**config.mk**
```make
export PLATFORM = sky130hd
export DESIGN_NAME = regex_top
export DESIGN_NICKNAME = d
export VERILOG_FILES = /design/src/verilog/regex_pkg.sv /design/src/verilog/regex_top.sv /design/src/verilog/regex_controller.sv /design/src/verilog/match_thread.sv /design/src/verilog/memory_arbiter.sv
export SDC_FILE = /design/constraint.sdc
export NUM_CORES = 1
export LEC_CHECK = 0
export ABC_AREA = 1
export BUFFER_PORTS_ARGS = -buffer_cell sky130_fd_sc_hd__buf_4
export CAP_MARGIN = 20
export CORE_AREA = 2 2 99 101
export CTS_BUF_LIST = sky130_fd_sc_hd__clkbuf_8
export DETAILED_ROUTE_END_ITERATION = 10
export DIE_AREA = 0 0 101 103
export PLACE_DENSITY = 0.83
export SLEW_MARGIN = 40
export SYNTH_ARGS = -nofsm -noshare
export SYNTH_HDL_FRONTEND = slang
export SYNTH_HIERARCHICAL = 1
export SYNTH_SLANG_ARGS = --single-unit
export TNS_END_PERCENT = 100
```
**constraint.sdc**
```tcl
create_clock -name clk -period 3.47 [get_ports clk]
set_clock_uncertainty 0.15 [all_clocks]
set_input_delay 0.5205 -clock clk [delete_from_list [all_inputs] [get_ports clk]]
set_output_delay 0.5205 -clock clk [all_outputs]
set_load 0.03 [all_outputs]
```
**src/verilog/regex_pkg.sv**
```systemverilog
package regex_pkg;

    // character and memory word geometry
    localparam int CHAR_WIDTH     = 8;
    localparam int MEM_WIDTH      = 16;
    localparam int CHARS_PER_WORD = 2;
    // low pointer bits that pick a character inside a word
    localparam int CHAR_SEL_WIDTH = 1;
    // memory is word addressed
    localparam int ADDR_WIDTH     = 11;

    // instruction set of the matching unit
    typedef enum logic [1:0] {
        // character must equal operand, then step to next char at pc+1
        OP_MATCH  = 2'd0,
        // any character, then step to next char at pc+1
        OP_ANY    = 2'd1,
        // pc takes operand, same character
        OP_JMP    = 2'd2,
        // match succeeds
        OP_ACCEPT = 2'd3
    } opcode_e;

    // one instruction fills exactly one memory word
    typedef struct packed {
        opcode_e                opcode;
        logic [5:0]             spare;
        // a character for MATCH, a target pc for JMP
        logic [CHAR_WIDTH-1:0]  operand;
    } instr_t;

    // supervising FSM states
    typedef enum logic [2:0] {
        IDLE,
        FETCH_FIRST,
        EXEC,
        FETCH_NEXT,
        NO_FETCH_NEXT,
        DONE_ACCEPT,
        DONE_REJECT
    } ctrl_state_e;

    // memory read request, held until accepted
    typedef struct packed {
        logic                   valid;
        logic [ADDR_WIDTH-1:0]  addr;
    } mem_req_t;

    // read data routed back to the owner of the request
    typedef struct packed {
        logic                   valid;
        logic [MEM_WIDTH-1:0]   data;
    } mem_rsp_t;

    // matching unit status seen by the controller
    typedef struct packed {
        logic accept;
        logic busy;
        logic alive;
    } thread_status_t;

endpackage
```
**src/verilog/regex_top.sv**
```systemverilog
`timescale 1ns/1ps

module regex_top #(
    parameter int PTR_WIDTH = 32,
    parameter int PC_WIDTH  = 8
)
(
    input  logic                            clk,
    input  logic                            rst,
    // job port
    input  logic                            valid,
    output logic                            ready,
    input  logic [PTR_WIDTH-1:0]            start_ptr,
    input  logic [PTR_WIDTH-1:0]            end_ptr,
    output logic                            done,
    output logic                            accept,
    // shared memory port
    output regex_pkg::mem_req_t             mem_req,
    input  logic                            mem_ready,
    input  logic [regex_pkg::MEM_WIDTH-1:0] mem_data
);

    // controller side of the memory arbiter
    regex_pkg::mem_req_t            char_req;
    regex_pkg::mem_rsp_t            char_rsp;
    logic                           char_gnt;
    // matching unit side of the memory arbiter
    regex_pkg::mem_req_t            instr_req;
    regex_pkg::mem_rsp_t            instr_rsp;
    logic                           instr_gnt;
    // controller to matching unit
    regex_pkg::thread_status_t      thread_status;
    logic                           thread_start;
    logic                           thread_flush;
    logic                           exec_en;
    logic [regex_pkg::CHAR_WIDTH-1:0] cur_char;
    logic                           cur_parity;

    regex_controller #(
        .PTR_WIDTH      (PTR_WIDTH)
    ) controller_i (
        .clk            (clk),
        .rst            (rst),
        .valid          (valid),
        .ready          (ready),
        .start_ptr      (start_ptr),
        .end_ptr        (end_ptr),
        .done           (done),
        .accept         (accept),
        .char_req       (char_req),
        .char_gnt       (char_gnt),
        .char_rsp       (char_rsp),
        .thread_status  (thread_status),
        .thread_start   (thread_start),
        .thread_flush   (thread_flush),
        .exec_en        (exec_en),
        .cur_char       (cur_char),
        .cur_parity     (cur_parity)
    );

    match_thread #(
        .PC_WIDTH       (PC_WIDTH)
    ) thread_i (
        .clk            (clk),
        .rst            (rst),
        .thread_start   (thread_start),
        .thread_flush   (thread_flush),
        .exec_en        (exec_en),
        .cur_char       (cur_char),
        .cur_parity     (cur_parity),
        .instr_req      (instr_req),
        .instr_gnt      (instr_gnt),
        .instr_rsp      (instr_rsp),
        .thread_status  (thread_status)
    );

    memory_arbiter arbiter_i (
        .clk            (clk),
        .rst            (rst),
        .char_req       (char_req),
        .instr_req      (instr_req),
        .char_gnt       (char_gnt),
        .instr_gnt      (instr_gnt),
        .char_rsp       (char_rsp),
        .instr_rsp      (instr_rsp),
        .mem_req        (mem_req),
        .mem_ready      (mem_ready),
        .mem_data       (mem_data)
    );

endmodule

```
**src/verilog/regex_controller.sv**
```systemverilog
`timescale 1ns/1ps

module regex_controller #(
    parameter int PTR_WIDTH = 32
)
(
    input  logic                              clk,
    input  logic                              rst,
    input  logic                              valid,
    output logic                              ready,
    input  logic [PTR_WIDTH-1:0]              start_ptr,
    input  logic [PTR_WIDTH-1:0]              end_ptr,
    output logic                              done,
    output logic                              accept,
    output regex_pkg::mem_req_t               char_req,
    input  logic                              char_gnt,
    input  regex_pkg::mem_rsp_t               char_rsp,
    input  regex_pkg::thread_status_t         thread_status,
    output logic                              thread_start,
    output logic                              thread_flush,
    output logic                              exec_en,
    output logic [regex_pkg::CHAR_WIDTH-1:0]  cur_char,
    output logic                              cur_parity
);

    regex_pkg::ctrl_state_e     state, state_next;
    logic [PTR_WIDTH-1:0]       ptr, ptr_next;
    logic [PTR_WIDTH-1:0]       ptr_inc;
    logic                       parity_next;
    // buffered memory word, one slot per character
    logic [regex_pkg::CHARS_PER_WORD-1:0][regex_pkg::CHAR_WIDTH-1:0] word_buf, word_next;
    logic                       word_cross;

    assign ptr_inc    = ptr + PTR_WIDTH'(1);
    // next character lives in the following word
    assign word_cross = (ptr_inc[regex_pkg::CHAR_SEL_WIDTH-1:0] == '0);
    // low pointer bits pick the character out of the buffered word
    assign cur_char   = word_buf[ptr[regex_pkg::CHAR_SEL_WIDTH-1:0]];

    always_ff @(posedge clk)
    begin
        if (rst)
        begin
            state      <= regex_pkg::IDLE;
            ptr        <= '0;
            cur_parity <= 1'b1;
        end
        else
        begin
            state      <= state_next;
            ptr        <= ptr_next;
            cur_parity <= parity_next;
        end
    end

    always_ff @(posedge clk)
    begin
        word_buf <= word_next;
    end

    always_comb
    begin
        state_next     = state;
        ptr_next       = ptr;
        parity_next    = cur_parity;
        word_next      = word_buf;
        ready          = 1'b0;
        done           = 1'b0;
        accept         = 1'b0;
        char_req       = '0;
        thread_start   = 1'b0;
        thread_flush   = 1'b0;
        exec_en        = 1'b0;
        unique case (state)
            regex_pkg::IDLE:
            begin
                // ask for the first word as soon as a job is offered
                char_req.valid = valid;
                char_req.addr  = start_ptr[regex_pkg::CHAR_SEL_WIDTH +: regex_pkg::ADDR_WIDTH];
                ready          = char_gnt;
                if (valid && char_gnt)
                begin
                    state_next  = regex_pkg::FETCH_FIRST;
                    ptr_next    = start_ptr;
                    parity_next = 1'b1;
                end
            end
            regex_pkg::FETCH_FIRST:
            begin
                // word arrives now, thread starts at pc 0 on the same cycle
                if (char_rsp.valid)
                begin
                    word_next = char_rsp.data;
                end
                thread_start = 1'b1;
                state_next   = regex_pkg::EXEC;
            end
            regex_pkg::EXEC:
            begin
                exec_en = 1'b1;
                if (thread_status.accept)
                begin
                    state_next = regex_pkg::DONE_ACCEPT;
                end
                else if (!thread_status.busy && !thread_status.alive)
                begin
                    // thread died on a failed match
                    state_next = regex_pkg::DONE_REJECT;
                end
                else if (!thread_status.busy && ptr == end_ptr)
                begin
                    // terminator consumed without accept
                    state_next = regex_pkg::DONE_REJECT;
                end
                else if (!thread_status.busy && word_cross)
                begin
                    // step only once the next word is on its way
                    char_req.valid = 1'b1;
                    char_req.addr  = ptr_inc[regex_pkg::CHAR_SEL_WIDTH +: regex_pkg::ADDR_WIDTH];
                    if (char_gnt)
                    begin
                        state_next  = regex_pkg::FETCH_NEXT;
                        ptr_next    = ptr_inc;
                        parity_next = ~cur_parity;
                    end
                end
                else if (!thread_status.busy)
                begin
                    // next character already sits in the buffer
                    state_next  = regex_pkg::NO_FETCH_NEXT;
                    ptr_next    = ptr_inc;
                    parity_next = ~cur_parity;
                end
            end
            regex_pkg::FETCH_NEXT:
            begin
                if (char_rsp.valid)
                begin
                    word_next = char_rsp.data;
                end
                state_next = thread_status.alive ? regex_pkg::EXEC : regex_pkg::DONE_REJECT;
            end
            regex_pkg::NO_FETCH_NEXT:
            begin
                // buffer unchanged so the thread may keep going
                exec_en    = 1'b1;
                state_next = thread_status.alive ? regex_pkg::EXEC : regex_pkg::DONE_REJECT;
            end
            regex_pkg::DONE_ACCEPT:
            begin
                done         = 1'b1;
                accept       = 1'b1;
                thread_flush = 1'b1;
                state_next   = regex_pkg::IDLE;
            end
            regex_pkg::DONE_REJECT:
            begin
                done         = 1'b1;
                thread_flush = 1'b1;
                state_next   = regex_pkg::IDLE;
            end
            default:
            begin
                state_next = regex_pkg::IDLE;
            end
        endcase
    end

    // accept is only reported for a thread that actually reached ACCEPT
    accept_with_done_a: assert property (@(posedge clk) disable iff (rst)
        accept |-> done && thread_status.accept);

    // no word fetch while finishing, and the flush has killed the thread a cycle later
    done_flush_a: assert property (@(posedge clk) disable iff (rst)
        done |-> !char_req.valid ##1 !thread_status.alive);

endmodule

```
**src/verilog/match_thread.sv**
```systemverilog
`timescale 1ns/1ps

module match_thread #(
    parameter int PC_WIDTH = 8
)
(
    input  logic                              clk,
    input  logic                              rst,
    input  logic                              thread_start,
    input  logic                              thread_flush,
    input  logic                              exec_en,
    input  logic [regex_pkg::CHAR_WIDTH-1:0]  cur_char,
    input  logic                              cur_parity,
    output regex_pkg::mem_req_t               instr_req,
    input  logic                              instr_gnt,
    input  regex_pkg::mem_rsp_t               instr_rsp,
    output regex_pkg::thread_status_t         thread_status
);

    logic [PC_WIDTH-1:0]    pc;
    logic                   alive;
    // character parity this thread is waiting for
    logic                   tag;
    // request accepted, instruction due next cycle
    logic                   pending;
    logic                   accept_q;
    logic                   busy;
    regex_pkg::instr_t      instr;

    assign instr = regex_pkg::instr_t'(instr_rsp.data);

    // work left for the current character
    assign busy = alive && !accept_q && (tag == cur_parity);

    // fetch at pc, nothing new while one is in flight
    assign instr_req.valid = exec_en && busy && !pending;
    assign instr_req.addr  = regex_pkg::ADDR_WIDTH'(pc);

    assign thread_status.accept = accept_q;
    assign thread_status.busy   = busy;
    assign thread_status.alive  = alive;

    always_ff @(posedge clk)
    begin
        if (rst || thread_flush)
        begin
            // end of job also kills the thread
            pc       <= '0;
            alive    <= 1'b0;
            tag      <= 1'b1;
            pending  <= 1'b0;
            accept_q <= 1'b0;
        end
        else if (thread_start)
        begin
            pc       <= '0;
            alive    <= 1'b1;
            tag      <= cur_parity;
            pending  <= 1'b0;
            accept_q <= 1'b0;
        end
        else
        begin
            if (instr_gnt)
            begin
                pending <= 1'b1;
            end
            // instruction executes in the cycle it comes back
            if (instr_rsp.valid)
            begin
                pending <= 1'b0;
                unique case (instr.opcode)
                    regex_pkg::OP_MATCH:
                    begin
                        if (instr.operand == cur_char)
                        begin
                            // park until the controller moves on
                            pc  <= pc + PC_WIDTH'(1);
                            tag <= ~tag;
                        end
                        else
                        begin
                            alive <= 1'b0;
                        end
                    end
                    regex_pkg::OP_ANY:
                    begin
                        pc  <= pc + PC_WIDTH'(1);
                        tag <= ~tag;
                    end
                    regex_pkg::OP_JMP:
                    begin
                        // refetch next cycle on the same character
                        pc <= instr.operand[PC_WIDTH-1:0];
                    end
                    regex_pkg::OP_ACCEPT:
                    begin
                        accept_q <= 1'b1;
                    end
                    default:
                    begin
                        alive <= 1'b0;
                    end
                endcase
            end
        end
    end

    // controller must flush before handing out a new job
    start_when_dead_a: assert property (@(posedge clk) disable iff (rst)
        thread_start |-> !alive);

    // arbiter only returns data for a fetch this thread had accepted
    rsp_after_gnt_a: assert property (@(posedge clk) disable iff (rst)
        instr_rsp.valid |-> pending && $past(instr_gnt));

endmodule

```
**src/verilog/memory_arbiter.sv**
```systemverilog
`timescale 1ns/1ps

module memory_arbiter (
    input  logic                             clk,
    input  logic                             rst,
    input  regex_pkg::mem_req_t              char_req,
    input  regex_pkg::mem_req_t              instr_req,
    output logic                             char_gnt,
    output logic                             instr_gnt,
    output regex_pkg::mem_rsp_t              char_rsp,
    output regex_pkg::mem_rsp_t              instr_rsp,
    output regex_pkg::mem_req_t              mem_req,
    input  logic                             mem_ready,
    input  logic [regex_pkg::MEM_WIDTH-1:0]  mem_data
);

    // a read was accepted last cycle
    logic rsp_due;
    // high when that read belongs to the controller
    logic owner_char;

    // character fetches win over instruction fetches
    assign mem_req   = char_req.valid ? char_req : instr_req;
    assign char_gnt  = char_req.valid && mem_ready;
    assign instr_gnt = instr_req.valid && !char_req.valid && mem_ready;

    always_ff @(posedge clk)
    begin
        if (rst)
        begin
            rsp_due <= 1'b0;
        end
        else
        begin
            rsp_due <= mem_req.valid && mem_ready;
        end
    end

    always_ff @(posedge clk)
    begin
        if (mem_req.valid && mem_ready)
        begin
            owner_char <= char_req.valid;
        end
    end

    // data goes to both sides but valid only to the owner
    assign char_rsp.valid  = rsp_due && owner_char;
    assign char_rsp.data   = mem_data;
    assign instr_rsp.valid = rsp_due && !owner_char;
    assign instr_rsp.data  = mem_data;

    one_grant_a: assert property (@(posedge clk) disable iff (rst)
        !(char_gnt && instr_gnt));

    // a stalled request stays put until memory takes it
    req_hold_a: assert property (@(posedge clk) disable iff (rst)
        mem_req.valid && !mem_ready |=> $stable(mem_req));

endmodule

```
==> summary.md, run 1 <==
| Metric | Value |
|---|---|
| CP Depth | 11 |
| Ant. Diodes | 0 |
| Slew Limit Fails | 0 |
| Max frequency | 304 MHz |
| CP max FO | 5 |
| Clock transition at the registers of the reported paths | 80 ps |
| Placed Cells incl. Taps | 1053 |
| Share of layout cells above drive strength 1 | 0.195 |
| Worst hold stages | 1 |
| Commonest non-fill, non-tap cell in the layout | nand2_1 |
| Total grt overflow | 0 |
| Syn-to-layout area delta | 14.0% |
| Worst Path Buf+Inv | 1 |
| Post-DP HPWL | 10400 um |
| Cts repair resizes | 0 |
| Outcome | complete, no violations |
| Netlist Area Pre-Place | roughly 5400 sq um |
| Slew @ Worst Pin | 687 ps |
| CORE AREA | about 9500 sq um |
| Crit path max-delay family | simple AND/OR/NAND/NOR gates |
| LEAKAGE | 2.85 nW |
| Die width | slightly above 100 um |
| Crit path cell chain | ha_1, nand2_1, nor2_2, nand4_1, nor2_1, a21oi_1, o21ai_0, o22ai_1, nand2_1, nand2_1, buf_4 |
| DR iter-0 viols | 360 |
| # clock sinks | 66 |
| Crit Path Class | reg -> out |
| Setup tns final | 0 ps |
| Fin nets | 1036 |
| Final Util | 0.649 |
| Critical path endpoint | mem_req[9] |
| IO Pins | 99 |
| R2R setup slack | 410 ps |
| Arrival time worst endpoint | 2620 ps |
| Commonest non-fill, non-tap cells in the layout | nand2_1 (324), buf_4 (105), inv_1 (86), nor2_1 (84), nand3_1 (52) |
| Final hold vios | 0 |
| Cell Pwr Density | roughly 350 nW/um^2 |
| Hold Path Origin | mem_data[13] |
| Period utilization | 0.948 |
| GP Congestion | 0.958 |
| DRT Wirelength | 14000 um |
| Placed cell areas | 5920 sq um |
| Normalized max-slew margin | 0.542 |
| Reg2reg path depth | 21 |
| RR Startpoint | thread_i/tag |
| CP Data Required Time | 2800 ps |
| Max Root-Sink Buffers | 2 |
| Syn Inst Count | ~890 |
| Die ar. | 10400 sq um |
| Final critical-path required period | 3290 ps |
| Number of setup violations in the final report | 0 |
| Vias per cell | 5.26 |
| CP endpoint kind | output pin |
| Crit-path slowest cell | dfxtp_1 |
| CTS tree | done |
| Final instance area | 6140 sq um |
| I/O Buffers | about 100 |
| Synth Warn # | 6 |
| Wire per inst | 13.1 um |
| Maximum Capacitance Violations | 0 |
| Remaining antenna violation count | 0 |
| Mapped Avg Cell Area | 6.03 sq um |
| Hold Crit Class | in -> reg |
| Hold_buf cts | 0 |
| Vias | 5622 |
| Post-CTS Setup Inserts | 0 |
| Overall Global Routing Usage | 0.284 |
| Setup crit start | controller_i/ptr[0] |
| Worst-skew pair later-pin latency | 360 ps |
| Slowest stage delay, CP | 460 ps |
| CTS H-tree lvls | 3 |
| Design Power | 2.13 mW |
| TritonCTS Buffers | 9 |
| Cell repeated most along the worst path | nand2_1 |
| Largest net degree at the start of global routing | 40 |
| Maximum vdd drop | 0.347 mV |
| Vert. Die Dim | between 100 and 150 um |
| Vias in the first global route | 5220 |
| Initial Util | 0.569 |
| Drc violations | 0 |
| Fillers | 946 |
| Reg2reg end | controller_i/ptr[26] |
| Router iterations before antenna repair | 5 |
| Clock Tree Root | clkbuf_8 |
| RSZ-0062 raised after global routing | no |
| Final Non-Filler Cells | 1069 |
| Row count | 36 |
| CP Launch Type | flip-flop |
| First-pass GRT wire length | 23300 um |
| Initial antenna violation count | 0 |
## stage by stage
stage / worst slack, ps / hold WS, ps
6_report: 179 / 181
2_1_floorplan: 280 / 290
5_1_grt: 0.893 / 157
3_3_place_gp: 480 / 301
4_1_cts: 188 / 166
3_5_place_dp: 370 / 304
## cell type report
class                   count  area, sq um  share of cell area
repair buffers            106          808               0.132
flip-flops and latches     66         1490               0.243
well taps                 114          143              0.0232
multi-input cells         658         3080               0.502
inverters                 109          412              0.0671
clock buffers               9          124              0.0202
clock inverters             7         78.8              0.0128
## state kept, by name (all words and copies together) (netlist names)
| register | cells |
|---|---|
| controller_i/ptr | 32 |
| controller_i/word_buf | 16 |
| thread_i/pc | 8 |
| controller_i/state | 3 |
| arbiter_i/owner_char | 1 |
| arbiter_i/rsp_due | 1 |
| controller_i/cur_parity | 1 |
| thread_i/accept_q | 1 |
| thread_i/alive | 1 |
| thread_i/pending | 1 |
| thread_i/tag | 1 |
## power by group
| group | leakage (nW) | internal, mW | switching, mW |
|---|---|---|---|
| logic | 2.21 | 0.232 | 0.330 |
| registers | 0.553 | 0.834 | 0.0648 |
| clock network | 0.0921 | 0.336 | 0.331 |
## per-layer routing
metal,GRT usage,wire length (um),share of wire,vias to the layer above
li1,-,-,-,2894
met1,0.346,5900,0.42,2522
met2,0.498,6910,0.49,179
met3,0.0664,875,0.062,27
met4,0.0884,322,0.023,0
met5,0,0,0,-
## worst min-delay path by stage
stage | slack (ps) | endpoint
after floorplan | 290 | controller_i/ptr[31]
after global placement | 300 | controller_i/ptr[31]
after detailed placement | 300 | controller_i/ptr[31]
after CTS | 170 | controller_i/word_buf[13]
after global routing | 160 | controller_i/word_buf[11]
final | 180 | controller_i/word_buf[13]
(Power assumes the default switching activity.)
==> inputs of run 2 (changes only) <==
Settings changed: CORE_AREA 2 2 99 101 to 2 2 96 98, DIE_AREA 0 0 101 103 to 0 0 98 100, PLACE_DENSITY 0.83 to 0.88.
Clock period 3.47 ns to 4 ns, I/O delays scaled along.
==> summary.md, run 2 (synthesized netlist as in run 1, its figures left out) <==
| Metric | Value |
|---|---|
| Outcome | complete, no violations |
| # clock sinks | 66 (unchanged) |
| Wire per inst | 12.9 um (-1.6%) |
| Largest net degree at the start of global routing | 40 (unchanged) |
| Placed cell areas | 5900 sq um (-0.40%) |
| Period utilization | 0.880 |
| CP endpoint kind | output pin |
| Crit path cell chain | nor3_1, buf_4, a21oi_1, nand2_1, nor2_1, nand2_1, nor2_1, nand3_2, nand4_1, o21ai_0, buf_4, nand2_1, inv_1, inv_1, nor2_1, buf_4 |
| Clock Tree Root | clkbuf_8 |
| Die ar. | 9800 sq um (-5.8%) |
| Max frequency | 284 MHz |
| Final Non-Filler Cells | 1065 (-0.37%) |
| Slowest stage delay, CP | 480 ps (+20 ps) |
| Final worst slack | 482 ps (+302 ps) |
| Hold Crit Class | in -> reg |
| Placed Cells incl. Taps | 1049 (-0.38%) |
| Initial Util | 0.606 (+0.0365) |
| CP Data Required Time | 3250 ps (+450 ps) |
| DRT Wirelength | 13700 um (-2.0%) |
| First-pass GRT wire length | 22400 um (-3.6%) |
| Setup tns final | 0 ps (unchanged) |
| Design Power | 1.79 mW (-16%) |
| CP max FO | 16 (+11) |
| Reg2reg end | controller_i/ptr[3] |
| Clock share of power | 0.300 (-0.013) |
| CTS tree | done |
| Ant. Diodes | 0 (unchanged) |
| Share of layout cells above drive strength 1 | 0.190 (-0.00504) |
| Row count | 35 (-2.8%) |
| Vias in the first global route | 5093 (-2.4%) |
| Slew @ Worst Pin | 755 ps (+68.5 ps) |
| DR WL met2 | 6900 um (-0.19%) |
| DRT met1 WL | 5640 um (-4.4%) |
| Syn-to-layout area delta | 13.0% |
| Worst hold stages | 1 (unchanged) |
| CTS H-tree lvls | 3 (unchanged) |
| Initial antenna violation count | 0 (unchanged) |
| Vias | 5603 (-0.34%) |
| Largest Register | controller_i/ptr |
| Maximum Capacitance Violations | 0 (unchanged) |
| Switching fraction of total power | 0.356 (+0.0156) |
| Int Power | 1.16 mW (-18%) |
| Metal3 WL | 910 um (+4.0%) |
| Comb pwr share | 0.265 (about the same) |
| Hold_buf cts | 0 (unchanged) |
| Hold Path Origin | mem_data[12] |
| Fin nets | 1035 (-0.097%) |
| Final critical-path required period | about 3500 ps |
| IO Pins | 99 (unchanged) |
| Highest routed metal layer | met4 |
| Normalized max-slew margin | 0.495 (-0.0474) |
| I/O Buffers | 98 (unchanged) |
| Number of flip-flops in the largest register | 32 (unchanged) |
| TritonCTS Buffers | 9 (unchanged) |
| CP Launch Type | flip-flop |
| Post-DP HPWL | 10200 um (-1.5%) |
| Crit-path slowest cell | dfxtp_1 |
| Worst-skew pair later-pin latency | 360 ps (about the same) |
| Overall Global Routing Usage | 0.280 (-0.00386) |
| Remaining antenna violation count | 0 (unchanged) |
| Reg2reg path depth | 20 (-4.8%) |
| Cell Pwr Density | 295 nW/um^2 (-15%) |
| Die width | 98 um (-3.0%) |
| LEAKAGE | 2.83 nW (-0.65%) |
| Vias per cell | 5.26 (about the same) |
| Crit path max-delay family | simple AND/OR/NAND/NOR gates |
| DR iter-0 viols | 409 (+14%) |
| Cts repair resizes | 0 (unchanged) |
| Pre-CTS setup slack | 547 ps (+177 ps) |
| Slew Limit Fails | 0 (unchanged) |
| Vert. Die Dim | 100 um (-2.9%) |
| Reg power frac | 0.435 (+0.012) |
| Commonest non-fill, non-tap cell in the layout | nand2_1 |
| Drc violations | 0 (unchanged) |
| Hold EP | controller_i/word_buf[12] |
| Biggest regs | controller_i/ptr: 32 flops, controller_i/word_buf: 16 flops, thread_i/pc: 8 flops |
| Worst Path Buf+Inv | 5 (+4) |
| CORE AREA | 8890 sq um (-6.0%) |
| Number of setup violations in the final report | 0 (unchanged) |
| GP Congestion | 0.969 (+1.1%) |
| Maximum vdd drop | 0.201 mV (-42%) |
| Final hold vios | 0 (unchanged) |
| RR Startpoint | thread_i/accept_q |
| Post-CTS Setup Inserts | 0 (unchanged) |
| R2R setup slack | 540 ps (+130 ps) |
| Router iterations before antenna repair | 5 (unchanged) |
| Crit Path Class | reg -> out |
| Commonest non-fill, non-tap cells in the layout | nand2_1 (324), buf_4 (105), inv_1 (86), nor2_1 (85), nand3_1 (52) |
| Clock transition at the registers of the reported paths | 80 ps (about the same) |
| Final instance area | 6080 sq um (-0.88%) |
| NetSw | 0.640 mW (-12%) |
| Arrival time worst endpoint | 2770 ps (+150 ps) |
| Total grt overflow | 0 (unchanged) |
| RSZ-0062 raised after global routing | no |
| Max Root-Sink Buffers | 2 (unchanged) |
-- run 2: cell count changes in the layout (fill, tap and decap cells not counted), sizes merged --
| cell | before | now |
|---|---|---|
| inv | 108 | 111 |
| clkinv | 4 | 3 |
| buf | 106 | 105 |
| clkinvlp | 3 | 2 |
| bufinv | 1 | 0 |
-- run 2: area by class of cell --
cell class	count	area, sq um
multi-input cells	658	3070
fillers	820	2810
flip-flops and latches	66	1490
repair buffers	105	788
inverters	109	409
well taps	111	139
clock buffers	9	124
clock inverters	7	61.3
-- run 2: through the flow --
stage                     utilization  hold WS, ps
after floorplan                     -          290
after global placement          0.663          300
after detailed placement        0.663          313
after CTS                       0.684          249
after global routing            0.684          243
final                           0.684          263
-- run 2: per-layer routing --
metal	GRT usage	vias to the layer above
li1	-	2886
met1	0.340	2493
met2	0.505	191
met3	0.0522	33
met4	0.0844	0
met5	0	-
-- run 2: power groups by stage --
stage,clock (mW),combinational (mW),sequential [mW]
5_1_grt,0.567,0.530,0.786
3_5_place_dp,0,0.472,0.793
4_1_cts,0.548,0.474,0.778
3_3_place_gp,0,0.463,0.792
6_report,0.538,0.476,0.780
2_1_floorplan,0,0.360,0.773
-- run 2: worst reg2reg max path, stage by stage, from the launching register on --
cell and delay, ps:
dfxtp_1 480, nor3_1 100, buf_4 170, a21oi_1 110, nand2_1 60, nor2_1 80
nand2_1 70, nor2_1 200, nand3_2 200, nand4_1 150, o21ai_0 90, buf_4 200
nand2_1 100, inv_1 80, inv_1 80, nand2_1 80, nand2_1 110, nor2_4 40
nand2_2 550, nand2_1 150, a21oi_2 150
-- run 2: worst max path at each step --
stage	start	end	cells past startpoint
2_1_floorplan	controller_i/state[2]	ready	12
3_3_place_gp	end_ptr[21]	controller_i/ptr[17]	22
3_5_place_dp	end_ptr[21]	controller_i/ptr[13]	21
4_1_cts	thread_i/accept_q	ready	16
5_1_grt	controller_i/cur_parity	controller_i/ptr[3]	22
6_report	thread_i/accept_q	ready	16
==> inputs of run 3 (changes only) <==
Settings changed: MAX_ROUTING_LAYER set to met4.
==> summary.md, run 3 (synthesized netlist as in run 1, its figures left out) <==
| Metric | Value |
|---|---|
| Outcome | complete, no violations |
| CP Launch Type | flip-flop |
| Crit path max-delay family | simple AND/OR/NAND/NOR gates |
| Initial antenna violation count | 0 (unchanged) |
| Crit path cell chain | nor3_1, buf_4, a21oi_1, nand2_1, nor2_1, nand2_1, nor2_1, nand3_2, nand4_1, o21ai_0, buf_4, nand2_1, inv_1, inv_1, nor2_1, buf_4 |
| Die width | 98 um (unchanged) |
| Clock Tree Root | clkbuf_8 |
| Cell Pwr Density | 295 nW/um^2 (about the same) |
| Final critical-path required period | 3540 ps (+18.1 ps) |
| Critical path endpoint | ready |
| Setup tns final | 0 ps (unchanged) |
| Largest net degree at the start of global routing | 40 (unchanged) |
| Maximum vdd drop | 0.202 mV (+0.30%) |
| TritonCTS Buffers | 9 (unchanged) |
| DR iter-0 viols | 467 (+14%) |
| I/O Buffers | 98 (unchanged) |
| Die ar. | 9800 sq um (unchanged) |
| Design Power | 1.79 mW (about the same) |
| Slew Limit Fails | 0 (unchanged) |
| CTS H-tree lvls | 3 (unchanged) |
| Normalized max-slew margin | 0.497 (+0.00269) |
| CP Depth | 16 (unchanged) |
| Remaining antenna violation count | 0 (unchanged) |
| Period utilization | 0.884 (+0.00453) |
| LEAKAGE | 2.83 nW (unchanged) |
| Total grt overflow | 0 (unchanged) |
| Reg2reg path depth | 20 (unchanged) |
| RR Startpoint | thread_i/accept_q |
| First-pass GRT wire length | 22500 um (+0.21%) |
| CORE AREA | 8890 sq um (unchanged) |
| Largest Register | controller_i/ptr |
| Vert. Die Dim | 100 um (unchanged) |
| Maximum Capacitance Violations | 0 (unchanged) |
| Router iterations before antenna repair | 5 (unchanged) |
| Crit Path Class | reg -> out |
| Max Root-Sink Buffers | 2 (unchanged) |
| Wire per inst | 13.0 um (+0.49%) |
| Initial Util | 0.606 (unchanged) |
| Vias in the first global route | 5092 (-0.020%) |
| Slew @ Worst Pin | 751 ps (-4.02 ps) |
| Pre-CTS setup slack | 547 ps (unchanged) |
| Arrival time worst endpoint | 2790 ps (+20 ps) |
| CP endpoint kind | output pin |
| Syn-to-layout area delta | 13.0% (unchanged) |
| Vias | 5655 (+0.93%) |
| Clock transition at the registers of the reported paths | 80 ps (about the same) |
| Worst Path Buf+Inv | 5 (unchanged) |
| IO Pins | 99 (unchanged) |
| Ant. Diodes | 0 (unchanged) |
| Share of layout cells above drive strength 1 | 0.190 (unchanged) |
| Slowest stage delay, CP | 490 ps (about the same) |
| Post-CTS Setup Inserts | 0 (unchanged) |
| Hold Crit Class | in -> reg |
| CTS tree | done |
| CP Data Required Time | 3250 ps (about the same) |
| Overall Global Routing Usage | 0.289 (+0.00878) |
| Worst-skew pair later-pin latency | 360 ps (about the same) |
| Setup crit start | thread_i/accept_q |
| # clock sinks | 66 (unchanged) |
| DRT Wirelength | 13800 um (+0.49%) |
| Row count | 35 (unchanged) |
| Cts repair resizes | 0 (unchanged) |
| Final worst slack | 463 ps (-18.1 ps) |
| Reg2reg end | controller_i/ptr[13] |
| Post-DP HPWL | 10200 um (unchanged) |
| Final hold vios | 0 (unchanged) |
| Hold_buf cts | 0 (unchanged) |
| Number of setup violations in the final report | 0 (unchanged) |
| Number of flip-flops in the largest register | 32 (unchanged) |
| Vias per cell | 5.31 (+0.93%) |
| Commonest non-fill, non-tap cell in the layout | nand2_1 |
| GP Congestion | 0.987 (+1.9%) |
| Commonest non-fill, non-tap cells in the layout | nand2_1 (324), buf_4 (105), inv_1 (86), nor2_1 (85), nand3_1 (52) |
| Hold WS | 262 ps (-0.268 ps) |
| RSZ-0062 raised after global routing | no |
| Max frequency | 283 MHz (-0.51%) |
| CP max FO | 16 (unchanged) |
| Crit-path slowest cell | dfxtp_1 |
| Drc violations | 0 (unchanged) |
| R2R setup slack | 500 ps (-40 ps) |
| Biggest regs | controller_i/ptr: 32 flops, controller_i/word_buf: 16 flops, thread_i/pc: 8 flops |
| Fin nets | 1035 (unchanged) |
## run 3: report_power, final
group          switching (mW)  internal [mW]
registers              0.0574          0.723
logic                   0.281          0.196
clock network           0.300          0.236
total                   0.638           1.16
## run 3: area by class of cell
cell class              instances  area (sq um)
clock buffers                   9           124
clock inverters                 7          61.3
fillers                       820          2810
inverters                     109           409
multi-input cells             658          3070
flip-flops and latches         66          1490
well taps                     111           139
repair buffers                105           788
## run 3: metal layers
| metal | track usage | vias up | routed length (um) |
|---|---|---|---|
| met4 | 0.0844 | 0 | 253 |
| met2 | 0.505 | 230 | 6900 |
| li1 | - | 2885 | - |
| met3 | 0.0515 | 33 | 946 |
| met5 | - | - | 0 |
| met1 | 0.341 | 2507 | 5690 |
## run 3: how the worst min path moves through the flow
stage | depth (start not counted) | to | startpoint | slack [ps]
floorplan | 2 | controller_i/ptr[31] | controller_i/ptr[31] | 290
global placement | 2 | controller_i/ptr[31] | controller_i/ptr[31] | 300
detailed placement | 2 | controller_i/ptr[31] | controller_i/ptr[31] | 310
CTS | 1 | controller_i/word_buf[12] | mem_data[12] | 250
global route | 1 | controller_i/word_buf[12] | mem_data[12] | 240
finish | 1 | controller_i/word_buf[12] | mem_data[12] | 260
## run 3: metrics by stage
stage	utilization	cell area, sq um	instances
after global placement	0.663	5900	1049
after floorplan	-	5390	895
final	0.684	6080	1065
after detailed placement	0.663	5900	1049
after global routing	0.684	6080	1065
after CTS	0.684	6080	1065
